[src/thumb_config.svh]
`ifndef THUMB_CONFIG_SVH
`define THUMB_CONFIG_SVH

// Datapath word width
`define THUMB_XLEN 32

// Byte address width on both memory ports
`define THUMB_ALEN 32

// One 16-bit Thumb instruction
`define THUMB_ILEN 16

// Low registers r0 to r7 only
`define THUMB_NREGS 8

`endif

[src/thumb_core_pkg.sv]
`include "thumb_config.svh"

package thumb_core_pkg;

	typedef logic [`THUMB_XLEN-1:0] word_t;   // Register and bus data
	typedef logic [`THUMB_ALEN-1:0] addr_t;   // Byte address

	typedef enum logic [3:0] {
		ALU_ADD,
		ALU_SUB,
		ALU_AND,
		ALU_EOR,
		ALU_ORR,
		ALU_BIC,
		ALU_MVN,
		ALU_MOV,
		ALU_LSL,
		ALU_LSR,
		ALU_ASR,
		ALU_MUL
	} alu_op_e;

	// Same encoding as the RAM size input of the MCU
	typedef enum logic [1:0] {
		SIZE_BYTE = 2'd0,
		SIZE_HALF = 2'd1,
		SIZE_WORD = 2'd2
	} mem_size_e;

	typedef enum logic {
		WB_ALU,
		WB_MEM
	} wb_sel_e;

	typedef enum logic [2:0] {
		ST_IDLE,
		ST_FETCH,
		ST_DECODE,
		ST_EXEC,
		ST_MEM,
		ST_WB
	} seq_state_e;

endpackage

[src/thumb_isa_pkg.sv]
`include "thumb_config.svh"

package thumb_isa_pkg;

	typedef logic [`THUMB_ILEN-1:0] instr_t;               // One halfword instruction
	typedef logic [$clog2(`THUMB_NREGS)-1:0] reg_idx_t;    // r0 to r7
	typedef logic [`THUMB_XLEN-1:0] imm_t;                 // Zero-extended immediate

	// Supported commands, everything else decodes to CMD_UNDEF
	typedef enum logic [4:0] {
		CMD_MOV_I8,   // 00100 Rd imm8
		CMD_ADD_REG,  // 0001100 Rm Rn Rd
		CMD_SUB_REG,  // 0001101 Rm Rn Rd
		CMD_ADD_I3,   // 0001110 imm3 Rn Rd
		CMD_SUB_I3,   // 0001111 imm3 Rn Rd
		CMD_ADD_I8,   // 00110 Rdn imm8
		CMD_SUB_I8,   // 00111 Rdn imm8
		CMD_LSL_I5,   // 00000 imm5 Rm Rd
		CMD_LSR_I5,   // 00001 imm5 Rm Rd
		CMD_ASR_I5,   // 00010 imm5 Rm Rd
		CMD_AND,      // 0100000000 Rm Rdn
		CMD_EOR,      // 0100000001 Rm Rdn
		CMD_ORR,      // 0100001100 Rm Rdn
		CMD_MUL,      // 0100001101 Rn Rdm
		CMD_BIC,      // 0100001110 Rm Rdn
		CMD_MVN,      // 0100001111 Rm Rd
		CMD_STR,      // 01100 imm5 Rn Rt
		CMD_LDR,      // 01101 imm5 Rn Rt
		CMD_STRB,     // 01110 imm5 Rn Rt
		CMD_LDRB,     // 01111 imm5 Rn Rt
		CMD_STRH,     // 10000 imm5 Rn Rt
		CMD_LDRH,     // 10001 imm5 Rn Rt
		CMD_UNDEF
	} cmd_e;

	// Field positions shared by most 16-bit formats:
	// bits 2:0 hold Rd or Rt, bits 5:3 hold Rn or Rm,
	// bits 8:6 hold Rm or imm3, bits 10:6 hold imm5,
	// bits 10:8 hold Rd of the imm8 forms.

endpackage

[src/thumb_core.sv]
`timescale 1ns/1ps

module thumb_core (
	input  logic                      clk,
	input  logic                      rst,
	output thumb_core_pkg::addr_t     prog_addr,
	input  thumb_core_pkg::word_t     prog_data,
	output thumb_core_pkg::addr_t     mem_addr,
	output thumb_core_pkg::word_t     mem_wdata,
	output thumb_core_pkg::mem_size_e mem_size,
	output logic                      mem_we,
	input  thumb_core_pkg::word_t     mem_rdata
);

	thumb_core_pkg::seq_state_e state, state_next;
	logic                       fetch_en, dec_en, exec_en, mem_en, wb_en;
	thumb_isa_pkg::instr_t      instr;
	thumb_isa_pkg::reg_idx_t    rs_a, rs_b, rd, wr_idx;
	thumb_isa_pkg::imm_t        imm;
	thumb_core_pkg::alu_op_e    alu_op;
	thumb_core_pkg::mem_size_e  size;
	logic                       use_imm, reg_we, mem_store, mem_load, wr_en;
	thumb_core_pkg::word_t      rd_a, rd_b, result, store_data, wr_data;

	// Five states per instruction, idle only once after reset
	always_comb begin
		case (state)
			thumb_core_pkg::ST_IDLE:   state_next = thumb_core_pkg::ST_FETCH;
			thumb_core_pkg::ST_FETCH:  state_next = thumb_core_pkg::ST_DECODE;
			thumb_core_pkg::ST_DECODE: state_next = thumb_core_pkg::ST_EXEC;
			thumb_core_pkg::ST_EXEC:   state_next = thumb_core_pkg::ST_MEM;
			thumb_core_pkg::ST_MEM:    state_next = thumb_core_pkg::ST_WB;
			thumb_core_pkg::ST_WB:     state_next = thumb_core_pkg::ST_FETCH;
			default:                   state_next = thumb_core_pkg::ST_IDLE;
		endcase
	end

	always_ff @(posedge clk) begin
		if (rst) begin
			state <= thumb_core_pkg::ST_IDLE;
		end else begin
			state <= state_next;
		end
	end

	// One-hot stage strobes
	assign fetch_en = (state == thumb_core_pkg::ST_FETCH);
	assign dec_en   = (state == thumb_core_pkg::ST_DECODE);
	assign exec_en  = (state == thumb_core_pkg::ST_EXEC);
	assign mem_en   = (state == thumb_core_pkg::ST_MEM);
	assign wb_en    = (state == thumb_core_pkg::ST_WB);

	thumb_fetch fetch_i (
		.clk(clk), .rst(rst), .fetch_en(fetch_en),
		.prog_addr(prog_addr), .prog_data(prog_data), .instr(instr)
	);

	thumb_decode decode_i (
		.clk(clk), .rst(rst), .dec_en(dec_en), .instr(instr),
		.rs_a(rs_a), .rs_b(rs_b), .rd(rd), .imm(imm), .alu_op(alu_op),
		.use_imm(use_imm), .reg_we(reg_we), .mem_store(mem_store),
		.mem_load(mem_load), .size(size)
	);

	thumb_regfile regfile_i (
		.clk(clk), .rs_a(rs_a), .rs_b(rs_b), .rd_a(rd_a), .rd_b(rd_b),
		.wr_idx(wr_idx), .wr_data(wr_data), .wr_en(wr_en)
	);

	thumb_execute execute_i (
		.clk(clk), .exec_en(exec_en), .op_a(rd_a), .op_b(rd_b), .imm(imm),
		.use_imm(use_imm), .alu_op(alu_op), .result(result), .store_data(store_data)
	);

	thumb_mem_wb mem_wb_i (
		.clk(clk), .mem_en(mem_en), .wb_en(wb_en), .result(result),
		.store_data(store_data), .rd(rd), .reg_we(reg_we), .mem_store(mem_store),
		.mem_load(mem_load), .size(size), .mem_addr(mem_addr), .mem_wdata(mem_wdata),
		.mem_size(mem_size), .mem_we(mem_we), .mem_rdata(mem_rdata),
		.wr_idx(wr_idx), .wr_data(wr_data), .wr_en(wr_en)
	);

endmodule

[src/thumb_decode.sv]
`timescale 1ns/1ps

module thumb_decode (
	input  logic                       clk,
	input  logic                       rst,
	input  logic                       dec_en,
	input  thumb_isa_pkg::instr_t      instr,
	output thumb_isa_pkg::reg_idx_t    rs_a,
	output thumb_isa_pkg::reg_idx_t    rs_b,
	output thumb_isa_pkg::reg_idx_t    rd,
	output thumb_isa_pkg::imm_t        imm,
	output thumb_core_pkg::alu_op_e    alu_op,
	output logic                       use_imm,
	output logic                       reg_we,
	output logic                       mem_store,
	output logic                       mem_load,
	output thumb_core_pkg::mem_size_e  size
);

	thumb_isa_pkg::cmd_e       cmd;
	thumb_isa_pkg::reg_idx_t   rs_a_c, rs_b_c, rd_c;
	thumb_isa_pkg::imm_t       imm_c;
	thumb_core_pkg::alu_op_e   alu_op_c;
	thumb_core_pkg::mem_size_e size_c;
	logic                      use_imm_c, reg_we_c, store_c, load_c;

	// Instruction class from the top opcode bits
	always_comb begin
		cmd = thumb_isa_pkg::CMD_UNDEF;
		case (instr[15:11])
			5'b00000: cmd = thumb_isa_pkg::CMD_LSL_I5;
			5'b00001: cmd = thumb_isa_pkg::CMD_LSR_I5;
			5'b00010: cmd = thumb_isa_pkg::CMD_ASR_I5;
			5'b00011: begin
				case (instr[10:9])
					2'b00:   cmd = thumb_isa_pkg::CMD_ADD_REG;
					2'b01:   cmd = thumb_isa_pkg::CMD_SUB_REG;
					2'b10:   cmd = thumb_isa_pkg::CMD_ADD_I3;
					default: cmd = thumb_isa_pkg::CMD_SUB_I3;
				endcase
			end
			5'b00100: cmd = thumb_isa_pkg::CMD_MOV_I8;
			5'b00110: cmd = thumb_isa_pkg::CMD_ADD_I8;
			5'b00111: cmd = thumb_isa_pkg::CMD_SUB_I8;
			5'b01000: begin
				if (!instr[10]) begin // Data processing group only
					case (instr[9:6])
						4'b0000: cmd = thumb_isa_pkg::CMD_AND;
						4'b0001: cmd = thumb_isa_pkg::CMD_EOR;
						4'b1100: cmd = thumb_isa_pkg::CMD_ORR;
						4'b1101: cmd = thumb_isa_pkg::CMD_MUL;
						4'b1110: cmd = thumb_isa_pkg::CMD_BIC;
						4'b1111: cmd = thumb_isa_pkg::CMD_MVN;
						default: cmd = thumb_isa_pkg::CMD_UNDEF; // Flag users, reg shifts
					endcase
				end
			end
			5'b01100: cmd = thumb_isa_pkg::CMD_STR;
			5'b01101: cmd = thumb_isa_pkg::CMD_LDR;
			5'b01110: cmd = thumb_isa_pkg::CMD_STRB;
			5'b01111: cmd = thumb_isa_pkg::CMD_LDRB;
			5'b10000: cmd = thumb_isa_pkg::CMD_STRH;
			5'b10001: cmd = thumb_isa_pkg::CMD_LDRH;
			default:  cmd = thumb_isa_pkg::CMD_UNDEF;
		endcase
	end

	// Operand fields and control per command
	always_comb begin
		rs_a_c    = instr[5:3];  // Rn or Rm
		rs_b_c    = instr[8:6];  // Rm of the three-register form
		rd_c      = instr[2:0];
		imm_c     = '0;
		alu_op_c  = thumb_core_pkg::ALU_ADD;
		use_imm_c = 1'b1;
		reg_we_c  = 1'b1;
		store_c   = 1'b0;
		load_c    = 1'b0;
		size_c    = thumb_core_pkg::SIZE_WORD;
		case (cmd)
			thumb_isa_pkg::CMD_LSL_I5, thumb_isa_pkg::CMD_LSR_I5,
			thumb_isa_pkg::CMD_ASR_I5: begin
				imm_c = thumb_isa_pkg::imm_t'(instr[10:6]);
				if (cmd == thumb_isa_pkg::CMD_LSL_I5) begin
					alu_op_c = thumb_core_pkg::ALU_LSL;
				end else if (cmd == thumb_isa_pkg::CMD_LSR_I5) begin
					alu_op_c = thumb_core_pkg::ALU_LSR;
				end else begin
					alu_op_c = thumb_core_pkg::ALU_ASR;
				end
			end
			thumb_isa_pkg::CMD_ADD_REG: use_imm_c = 1'b0;
			thumb_isa_pkg::CMD_SUB_REG: begin
				alu_op_c  = thumb_core_pkg::ALU_SUB;
				use_imm_c = 1'b0;
			end
			thumb_isa_pkg::CMD_ADD_I3: imm_c = thumb_isa_pkg::imm_t'(instr[8:6]);
			thumb_isa_pkg::CMD_SUB_I3: begin
				imm_c    = thumb_isa_pkg::imm_t'(instr[8:6]);
				alu_op_c = thumb_core_pkg::ALU_SUB;
			end
			thumb_isa_pkg::CMD_MOV_I8: begin
				rd_c     = instr[10:8];
				imm_c    = thumb_isa_pkg::imm_t'(instr[7:0]);
				alu_op_c = thumb_core_pkg::ALU_MOV;
			end
			thumb_isa_pkg::CMD_ADD_I8, thumb_isa_pkg::CMD_SUB_I8: begin
				rs_a_c = instr[10:8]; // Rdn
				rd_c   = instr[10:8];
				imm_c  = thumb_isa_pkg::imm_t'(instr[7:0]);
				if (cmd == thumb_isa_pkg::CMD_SUB_I8) begin
					alu_op_c = thumb_core_pkg::ALU_SUB;
				end
			end
			thumb_isa_pkg::CMD_AND, thumb_isa_pkg::CMD_EOR, thumb_isa_pkg::CMD_ORR,
			thumb_isa_pkg::CMD_MUL, thumb_isa_pkg::CMD_BIC, thumb_isa_pkg::CMD_MVN: begin
				rs_a_c    = instr[2:0]; // Rdn
				rs_b_c    = instr[5:3]; // Rm
				use_imm_c = 1'b0;
				case (cmd)
					thumb_isa_pkg::CMD_AND: alu_op_c = thumb_core_pkg::ALU_AND;
					thumb_isa_pkg::CMD_EOR: alu_op_c = thumb_core_pkg::ALU_EOR;
					thumb_isa_pkg::CMD_ORR: alu_op_c = thumb_core_pkg::ALU_ORR;
					thumb_isa_pkg::CMD_MUL: alu_op_c = thumb_core_pkg::ALU_MUL;
					thumb_isa_pkg::CMD_BIC: alu_op_c = thumb_core_pkg::ALU_BIC;
					default:                alu_op_c = thumb_core_pkg::ALU_MVN;
				endcase
			end
			thumb_isa_pkg::CMD_STR, thumb_isa_pkg::CMD_LDR: begin
				imm_c    = thumb_isa_pkg::imm_t'({instr[10:6], 2'b00}); // Word scaled
				rs_b_c   = instr[2:0]; // Rt as store data
				store_c  = (cmd == thumb_isa_pkg::CMD_STR);
				load_c   = (cmd == thumb_isa_pkg::CMD_LDR);
				reg_we_c = load_c;
			end
			thumb_isa_pkg::CMD_STRH, thumb_isa_pkg::CMD_LDRH: begin
				imm_c    = thumb_isa_pkg::imm_t'({instr[10:6], 1'b0}); // Halfword scaled
				rs_b_c   = instr[2:0];
				size_c   = thumb_core_pkg::SIZE_HALF;
				store_c  = (cmd == thumb_isa_pkg::CMD_STRH);
				load_c   = (cmd == thumb_isa_pkg::CMD_LDRH);
				reg_we_c = load_c;
			end
			thumb_isa_pkg::CMD_STRB, thumb_isa_pkg::CMD_LDRB: begin
				imm_c    = thumb_isa_pkg::imm_t'(instr[10:6]);
				rs_b_c   = instr[2:0];
				size_c   = thumb_core_pkg::SIZE_BYTE;
				store_c  = (cmd == thumb_isa_pkg::CMD_STRB);
				load_c   = (cmd == thumb_isa_pkg::CMD_LDRB);
				reg_we_c = load_c;
			end
			default: reg_we_c = 1'b0; // Undefined acts as a no-op
		endcase
	end

	always_ff @(posedge clk) begin
		if (rst) begin
			reg_we    <= 1'b0;
			mem_store <= 1'b0;
			mem_load  <= 1'b0;
		end else if (dec_en) begin
			reg_we    <= reg_we_c;
			mem_store <= store_c;
			mem_load  <= load_c;
		end
	end

	always_ff @(posedge clk) begin
		if (dec_en) begin
			rs_a    <= rs_a_c;
			rs_b    <= rs_b_c;
			rd      <= rd_c;
			imm     <= imm_c;
			alu_op  <= alu_op_c;
			use_imm <= use_imm_c;
			size    <= size_c;
		end
	end

endmodule

[src/thumb_execute.sv]
`timescale 1ns/1ps

module thumb_execute (
	input  logic                    clk,
	input  logic                    exec_en,
	input  thumb_core_pkg::word_t   op_a,
	input  thumb_core_pkg::word_t   op_b,
	input  thumb_isa_pkg::imm_t     imm,
	input  logic                    use_imm,
	input  thumb_core_pkg::alu_op_e alu_op,
	output thumb_core_pkg::word_t   result,
	output thumb_core_pkg::word_t   store_data
);

	thumb_core_pkg::word_t op2;
	thumb_core_pkg::word_t alu_out;
	logic [4:0]            shamt;

	assign op2   = use_imm ? imm : op_b;
	assign shamt = op2[4:0]; // Shift amount from low five bits

	always_comb begin
		case (alu_op)
			thumb_core_pkg::ALU_ADD: alu_out = op_a + op2;
			thumb_core_pkg::ALU_SUB: alu_out = op_a - op2;
			thumb_core_pkg::ALU_AND: alu_out = op_a & op2;
			thumb_core_pkg::ALU_EOR: alu_out = op_a ^ op2;
			thumb_core_pkg::ALU_ORR: alu_out = op_a | op2;
			thumb_core_pkg::ALU_BIC: alu_out = op_a & ~op2;
			thumb_core_pkg::ALU_MVN: alu_out = ~op2;
			thumb_core_pkg::ALU_MOV: alu_out = op2;
			// Shifts take Rm on port A and the imm5 amount
			thumb_core_pkg::ALU_LSL: alu_out = op_a << shamt;
			thumb_core_pkg::ALU_LSR: alu_out = op_a >> shamt;
			thumb_core_pkg::ALU_ASR: alu_out = $signed(op_a) >>> shamt;
			thumb_core_pkg::ALU_MUL: alu_out = op_a * op2; // Low 32 bits kept
			default:                 alu_out = op_a;
		endcase
	end

	// EX to MEM register
	always_ff @(posedge clk) begin
		if (exec_en) begin
			result     <= alu_out;
			store_data <= op_b; // Rt for stores
		end
	end

endmodule

[src/thumb_fetch.sv]
`timescale 1ns/1ps

module thumb_fetch (
	input  logic                  clk,
	input  logic                  rst,
	input  logic                  fetch_en,
	output thumb_core_pkg::addr_t prog_addr,
	input  thumb_core_pkg::word_t prog_data,
	output thumb_isa_pkg::instr_t instr
);

	thumb_core_pkg::addr_t pc;
	thumb_isa_pkg::instr_t half_sel;

	// Program memory is word wide, two instructions per word
	assign prog_addr = {pc[$bits(pc)-1:2], 2'b00};

	// Little-endian halfword pick
	always_comb begin
		if (pc[1]) begin
			half_sel = prog_data[31:16]; // Upper halfword
		end else begin
			half_sel = prog_data[15:0];
		end
	end

	always_ff @(posedge clk) begin
		if (rst) begin
			pc <= '0;
		end else if (fetch_en) begin
			pc <= pc + 2; // Only 16-bit instructions, no branches
		end
	end

	always_ff @(posedge clk) begin
		if (fetch_en) begin
			instr <= half_sel;
		end
	end

endmodule

[src/thumb_mem_wb.sv]
`timescale 1ns/1ps

module thumb_mem_wb (
	input  logic                      clk,
	input  logic                      mem_en,
	input  logic                      wb_en,
	input  thumb_core_pkg::word_t     result,
	input  thumb_core_pkg::word_t     store_data,
	input  thumb_isa_pkg::reg_idx_t   rd,
	input  logic                      reg_we,
	input  logic                      mem_store,
	input  logic                      mem_load,
	input  thumb_core_pkg::mem_size_e size,
	output thumb_core_pkg::addr_t     mem_addr,
	output thumb_core_pkg::word_t     mem_wdata,
	output thumb_core_pkg::mem_size_e mem_size,
	output logic                      mem_we,
	input  thumb_core_pkg::word_t     mem_rdata,
	output thumb_isa_pkg::reg_idx_t   wr_idx,
	output thumb_core_pkg::word_t     wr_data,
	output logic                      wr_en
);

	thumb_core_pkg::word_t   load_val;
	thumb_core_pkg::wb_sel_e wb_sel;
	thumb_core_pkg::word_t   wb_q;

	// ALU result doubles as the byte address
	assign mem_addr  = result;
	assign mem_wdata = store_data;
	assign mem_size  = size;
	assign mem_we    = mem_en & mem_store; // Single cycle store strobe

	// Lane pick from the aligned read word, always zero-extended
	always_comb begin
		case (size)
			thumb_core_pkg::SIZE_BYTE:
				load_val = thumb_core_pkg::word_t'(mem_rdata[{result[1:0], 3'b000} +: 8]);
			thumb_core_pkg::SIZE_HALF:
				load_val = thumb_core_pkg::word_t'(mem_rdata[{result[1], 4'b0000} +: 16]);
			default:
				load_val = mem_rdata;
		endcase
	end

	assign wb_sel = mem_load ? thumb_core_pkg::WB_MEM : thumb_core_pkg::WB_ALU;

	// MEM to WB register
	always_ff @(posedge clk) begin
		if (mem_en) begin
			wb_q <= (wb_sel == thumb_core_pkg::WB_MEM) ? load_val : result;
		end
	end

	// rd stays valid from decode until the next decode
	assign wr_idx  = rd;
	assign wr_data = wb_q;
	assign wr_en   = wb_en & reg_we;

endmodule

[src/thumb_regfile.sv]
`timescale 1ns/1ps
`include "thumb_config.svh"

module thumb_regfile (
	input  logic                    clk,
	input  thumb_isa_pkg::reg_idx_t rs_a,
	input  thumb_isa_pkg::reg_idx_t rs_b,
	output thumb_core_pkg::word_t   rd_a,
	output thumb_core_pkg::word_t   rd_b,
	input  thumb_isa_pkg::reg_idx_t wr_idx,
	input  thumb_core_pkg::word_t   wr_data,
	input  logic                    wr_en
);

	thumb_core_pkg::word_t regs [`THUMB_NREGS];

	// Both reads are combinational
	assign rd_a = regs[rs_a];
	assign rd_b = regs[rs_b];

	always_ff @(posedge clk) begin
		if (wr_en) begin
			regs[wr_idx] <= wr_data;
		end
	end

endmodule
[config.mk]
export PLATFORM = sky130hd
export DESIGN_NAME = thumb_core
export DESIGN_NICKNAME = d
export VERILOG_FILES = /design/src/thumb_core_pkg.sv /design/src/thumb_isa_pkg.sv /design/src/thumb_core.sv /design/src/thumb_decode.sv /design/src/thumb_execute.sv /design/src/thumb_fetch.sv /design/src/thumb_mem_wb.sv /design/src/thumb_regfile.sv
export VERILOG_INCLUDE_DIRS = /design/src
export SDC_FILE = /design/constraint.sdc
export NUM_CORES = 2
export LEC_CHECK = 0
export BUFFER_PORTS_ARGS = -buffer_cell sky130_fd_sc_hd__buf_4
export CELL_PAD_IN_SITES_DETAIL_PLACEMENT = 2
export CELL_PAD_IN_SITES_GLOBAL_PLACEMENT = 2
export CORE_MARGIN = 3
export CORE_UTILIZATION = 30
export DETAILED_ROUTE_END_ITERATION = 16
export PLACE_DENSITY = 0.59
export SLEW_MARGIN = 40
export SYNTH_ARGS = -nofsm -noshare
export SYNTH_HDL_FRONTEND = slang
export SYNTH_SLANG_ARGS = --single-unit
[constraint.sdc]
create_clock -name clk -period 10.7 [get_ports clk]
set_input_delay 2.14 -clock clk [delete_from_list [all_inputs] [get_ports clk]]
set_output_delay 2.14 -clock clk [all_outputs]
set_load 0.03 [all_outputs]
# Word level (Yosys, flattened, before mapping)
# Memories as Yosys holds them, arrays and structs flattened. A register that Yosys moved wholly into a read port is not among the register bits.
# Cells that the tools add are included.
# Widths: inputs -> output; s select.
# classes
addsub	3
n_mul	1
n_eq_ne	58
shifts	5
muxes	29
bitwise	7
n_reduce_logical	21
# ops
operator	count
$pmux 32 s12	1
$pmux 5 s14	1
$eq 5x4->1 const B	13
$and 32x32->32	2
$mux 32	2
$pmux 32 s2	1
$eq 5x5->1 const B	8
$pmux 4 s5	2
$pmux 8 s5	1
$eq 5x3->1 const B	7
$add 32x2->32 const B	1
$add 32x32->32	1
$eq 4x4->1 const B	8
$mul 32x32->32	1
$not 32->32	1
$or 32x32->32	1
$shiftx 32x6->16	1
$shiftx 32x6->8	1
$shl 32x5->32	1
$shr 32x5->32	1
$sshr 32x5->32	1
$sub 32x32->32	1
$xor 32x32->32	1
$pmux 5 s6	1
other kinds (33)	65
# totals
ff_bits	198
mem_bits_rw	256
input_bits	66
output_inout_bits	99
word_cells	141
mem_count	1
# memory_table
memory	words	width	rd	rd_ports_with_merged_regs	wr	line	rtl
regfile_i.regs	8	32	2	2	1	thumb_regfile.sv:15	thumb_core_pkg::word_t regs [`THUMB_NREGS];

# Logic depth before layout (Yosys ltp)
# logic_depth
word_depth	8
depth_mapped	37
ltp_nobuf	32

# Modules after synthesis
# From an unflattened synthesis, not the netlist that was laid out.
# hier_totals
hier_cells	4333
area_unflattened_um2	44525.2
# modules_own_cells
module	n_inst	cells_per_inst	area_each_um2	seq_area_each_um2
thumb_execute	1	3127	25727.2	1921.8
thumb_regfile	1	497	11898.9	7687.4
thumb_fetch	1	245	2433.6	1101.1
thumb_mem_wb	1	244	2339.7	960.9
thumb_decode	1	207	1981.9	780.7
thumb_core	1	13	143.9	60.1

# Worst setup path after synthesis
# Ideal clock, no wire load.
# synth_path
kind	register to register
from	reg with a tool-made name
to	reg execute_i.result[28] (data pin)
setup_time_ns	0.275
arrival_time_ns	8.640
required_time_ns	10.425
slack_ns	1.785
stages_incl_launch_ff	33
n_path_buf	6
period_less_slack_ns	8.915
path_cell_list	dfxtp_1 > buf_2 > nor2_1 > a22o_1 > o31a_1 > buf_2 > clkbuf_1 > clkbuf_1 > clkbuf_1 > buf_1 > nor2_1 > fa_1 > inv_1 > fa_1 > fa_1 > fa_1 > inv_1 > fa_1 > inv_1 > fa_1 > inv_1 > fa_1 > fa_1 > ha_1 > a21o_1 > a21o_1 > a21oi_1 > o31ai_1 > a41oi_1 > a21oi_1 > a31o_2 > a221oi_1 > a32oi_1
# synth_lines
item	line	rtl
end signal, assigned	thumb_execute.sv:44	result <= alu_out;
end, declared	thumb_execute.sv:11	output thumb_core_pkg::word_t result,

==> reports/metrics.cfg <==
[run_status]
status = finished, final reports clean

[timing]
setup_violations = 0
clock.fmax_ghz = 0.0997
hold_violations = 0
min_period_ps = 10030
worst_pin_slew_ps = 963
timing.setup.tns_ps = 0
rsz0062_at_grt = false
relSlewSlack = 0.355
slew_viol_final = 0
finClkSkew_ps = 24.2
fin_crit_sh = 0.937

[worst_setup_path]
worstPathArrival_ps = 10340
crit_family = adder cells
max_stage_delay_ps = 570
r2r-end = execute_i.result[28]$_DFFE_PP_
crit_fanout = 32
r2r_slack_ps = 670
path_class = reg -> reg
crit_top_cell = fa_1
r2r_cells = 29
crit_slowest_cell = nor2_2
end_kind = flip-flop
cp.buffers_inverters = 6
critical_path.startpoint_type = flip-flop
worstPathRequired_ps = 11010

[clocking]
cts-root-buf = clkbuf_16
ctsHtreeMaxLevel = 2
cts_sinks = 435
numCtsBuffers = 48
cts.path.max_buffers = 3
cts_resized = 0
cts_tree = done
clk_latency_ps = 610
clk_pin_slew_ps = 70
postCtsSetupBuffers = 0
postCtsHoldBufs = 0

[hold_path]
hp-start = decode_i.rs_a[2]$_DFFE_PN_
hold_path.class = reg -> reg
min_delay_path_depth = 1

[synthesis]
synthTopCellsByCount = nor2_1 (557), inv_1 (487), nand2_1 (416), fa_1 (409), edfxtp_1 (392)
synth_ff_type = edfxtp_1
synth_most_common_cell = nor2_1
synth_cells = 4388
yosys_warnings = 0
ys_seq_area_frac = 0.291
synth_area_leaders = edfxtp_1 (27%), fa_1 (19%), ha_1 (6.0%)
synth-seq-cells = 435
synth.largest_area_cell = edfxtp_1
synthDistinctLibCells = 92
netlist.area_leader.share = 0.271
async_flop_share = 0
syn-mean-instance-area_um2 = 9.91
synth_edf_count = 392
synth_area_um2 = 43500

[placement]
hpwlAfterDp_mm = 167
port_buffers = 162
place_congestion = 0.958
placed_cell_area_um2 = 47400

[routing]
wl_met1_mm = 97.3
dr_wl_met2_mm = 93.2
firstDrtPassIters = 7
drc_errors = 0
dr_wl_met3_mm = 14.8
topRoutingLayerUsed = met5
drtIter0Drc = 3593
vias = 36200
postRouteAntennaNets = 0
viasPerCell = 5.62
wl_per_cell_um = 33.2
routed_wl_mm = 214

[floorplanning]
rows = 139
io_pins = 165
initial_utilization = 0.302
dieArea_um2 = 150000
die_w_um = 387
die_h_um = 387
fp.coreArea_um2 = 144000

[global_route]
grt_pass1_vias = 38300
grt_usage = 0.281
antenna_found_initial = 12
grt_overflow_total = 0
grt_pass1_wl_mm = 301
grt_max_degree = 63

[layout]
nFillCells = 15600
final_util = 0.341
stdcell_area_um2 = 49000
regArea_um2 = 12600
syn_to_final_growth_pct = 12.7
drive_gt1_frac = 0.158
multi_input_area_um2 = 27700
nets = 5176

[run]
drv_cap = 0

## worst max-delay path by stage
stage,depth (start not counted),endpoint,slack (ps),startpoint
floorplan,32,execute_i.result[28]$_DFFE_PP_,1790,flip-flop
global placement,29,execute_i.result[28]$_DFFE_PP_,940,flip-flop
detailed placement,29,execute_i.result[28]$_DFFE_PP_,760,flip-flop
CTS,29,execute_i.result[28]$_DFFE_PP_,710,flip-flop
global route,29,execute_i.result[28]$_DFFE_PP_,270,flip-flop
finish,29,execute_i.result[28]$_DFFE_PP_,670,flip-flop
## cell usage in the layout, fill, tap and decap left out, types with 21 or more instances in the layout
cell type | Yosys | final
nor2_1 | 557 | 546
inv_1 | 487 | 485
nand2_1 | 416 | 416
fa_1 | 409 | 409
edfxtp_1 | 392 | 392
buf_4 | 42 | 364
ha_1 | 208 | 208
a21oi_1 | 193 | 193
mux2i_1 | 184 | 182
o21ai_0 | 163 | 162
xnor2_1 | 113 | 113
mux4_2 | 95 | 95
mux2_2 | 93 | 93
nand3_1 | 53 | 53
a22oi_1 | 52 | 52
xor2_1 | 50 | 50
clkbuf_16 | 0 | 48
nor3_1 | 53 | 43
a211oi_1 | 36 | 35
dfxtp_1 | 43 | 35
nand2b_1 | 34 | 34
a21o_1 | 29 | 29
o211ai_1 | 29 | 29
a31oi_1 | 29 | 28
nor2b_1 | 26 | 25
and2_1 | 22 | 21
o22ai_1 | 21 | 21
## area by class of cell
class                   instances  area share
clock buffers                  58      0.0253
diodes                          6    0.000306
clock inverters                31     0.00651
multi-input cells            3131       0.564
inverters                     505      0.0387
flip-flops and latches        435       0.258
repair buffers                372      0.0583
well taps                    1903      0.0486
## kinds of logic after synthesis
kind of cell,synth area share
XOR/XNOR,0.0354
flip-flops,0.291
adder cells (fa/ha/maj),0.248
other,0.0000862
AO/OA/AOI/OAI,0.109
buffers and inverters,0.0787
AND/OR/NAND/NOR,0.121
multiplexers,0.117
## layer usage
layer,vias to the layer above,track usage
met5,-,0
met1,19300,0.405
met4,4,0.0947
met2,1420,0.428
met3,296,0.0441
li1,15200,-
## state kept, by name (all words and copies together) (netlist names), named ones only
register,cells
decode_i.alu_op,4
decode_i.imm,8
decode_i.mem_load,1
decode_i.mem_store,1
decode_i.rd,3
decode_i.reg_we,1
decode_i.rs_a,3
decode_i.rs_b,3
decode_i.size,2
decode_i.use_imm,1
execute_i.result,32
execute_i.store_data,32
fetch_i.instr,16
fetch_i.pc,31
mem_wb_i.wr_data,32
regfile_i.regs,256
state,3
## per-stage QoR
stage	instances	hold slack (ps)	setup slack, ps
floorplan	4389	449	1790
global placement	6344	472	940
detailed placement	6346	463	756
CTS	6435	479	708
global route	6435	502	267
finish	6441	478	673
Power is not shown: default switching activity piles up to over one toggle a cycle in this logic, so the estimate is an artifact.
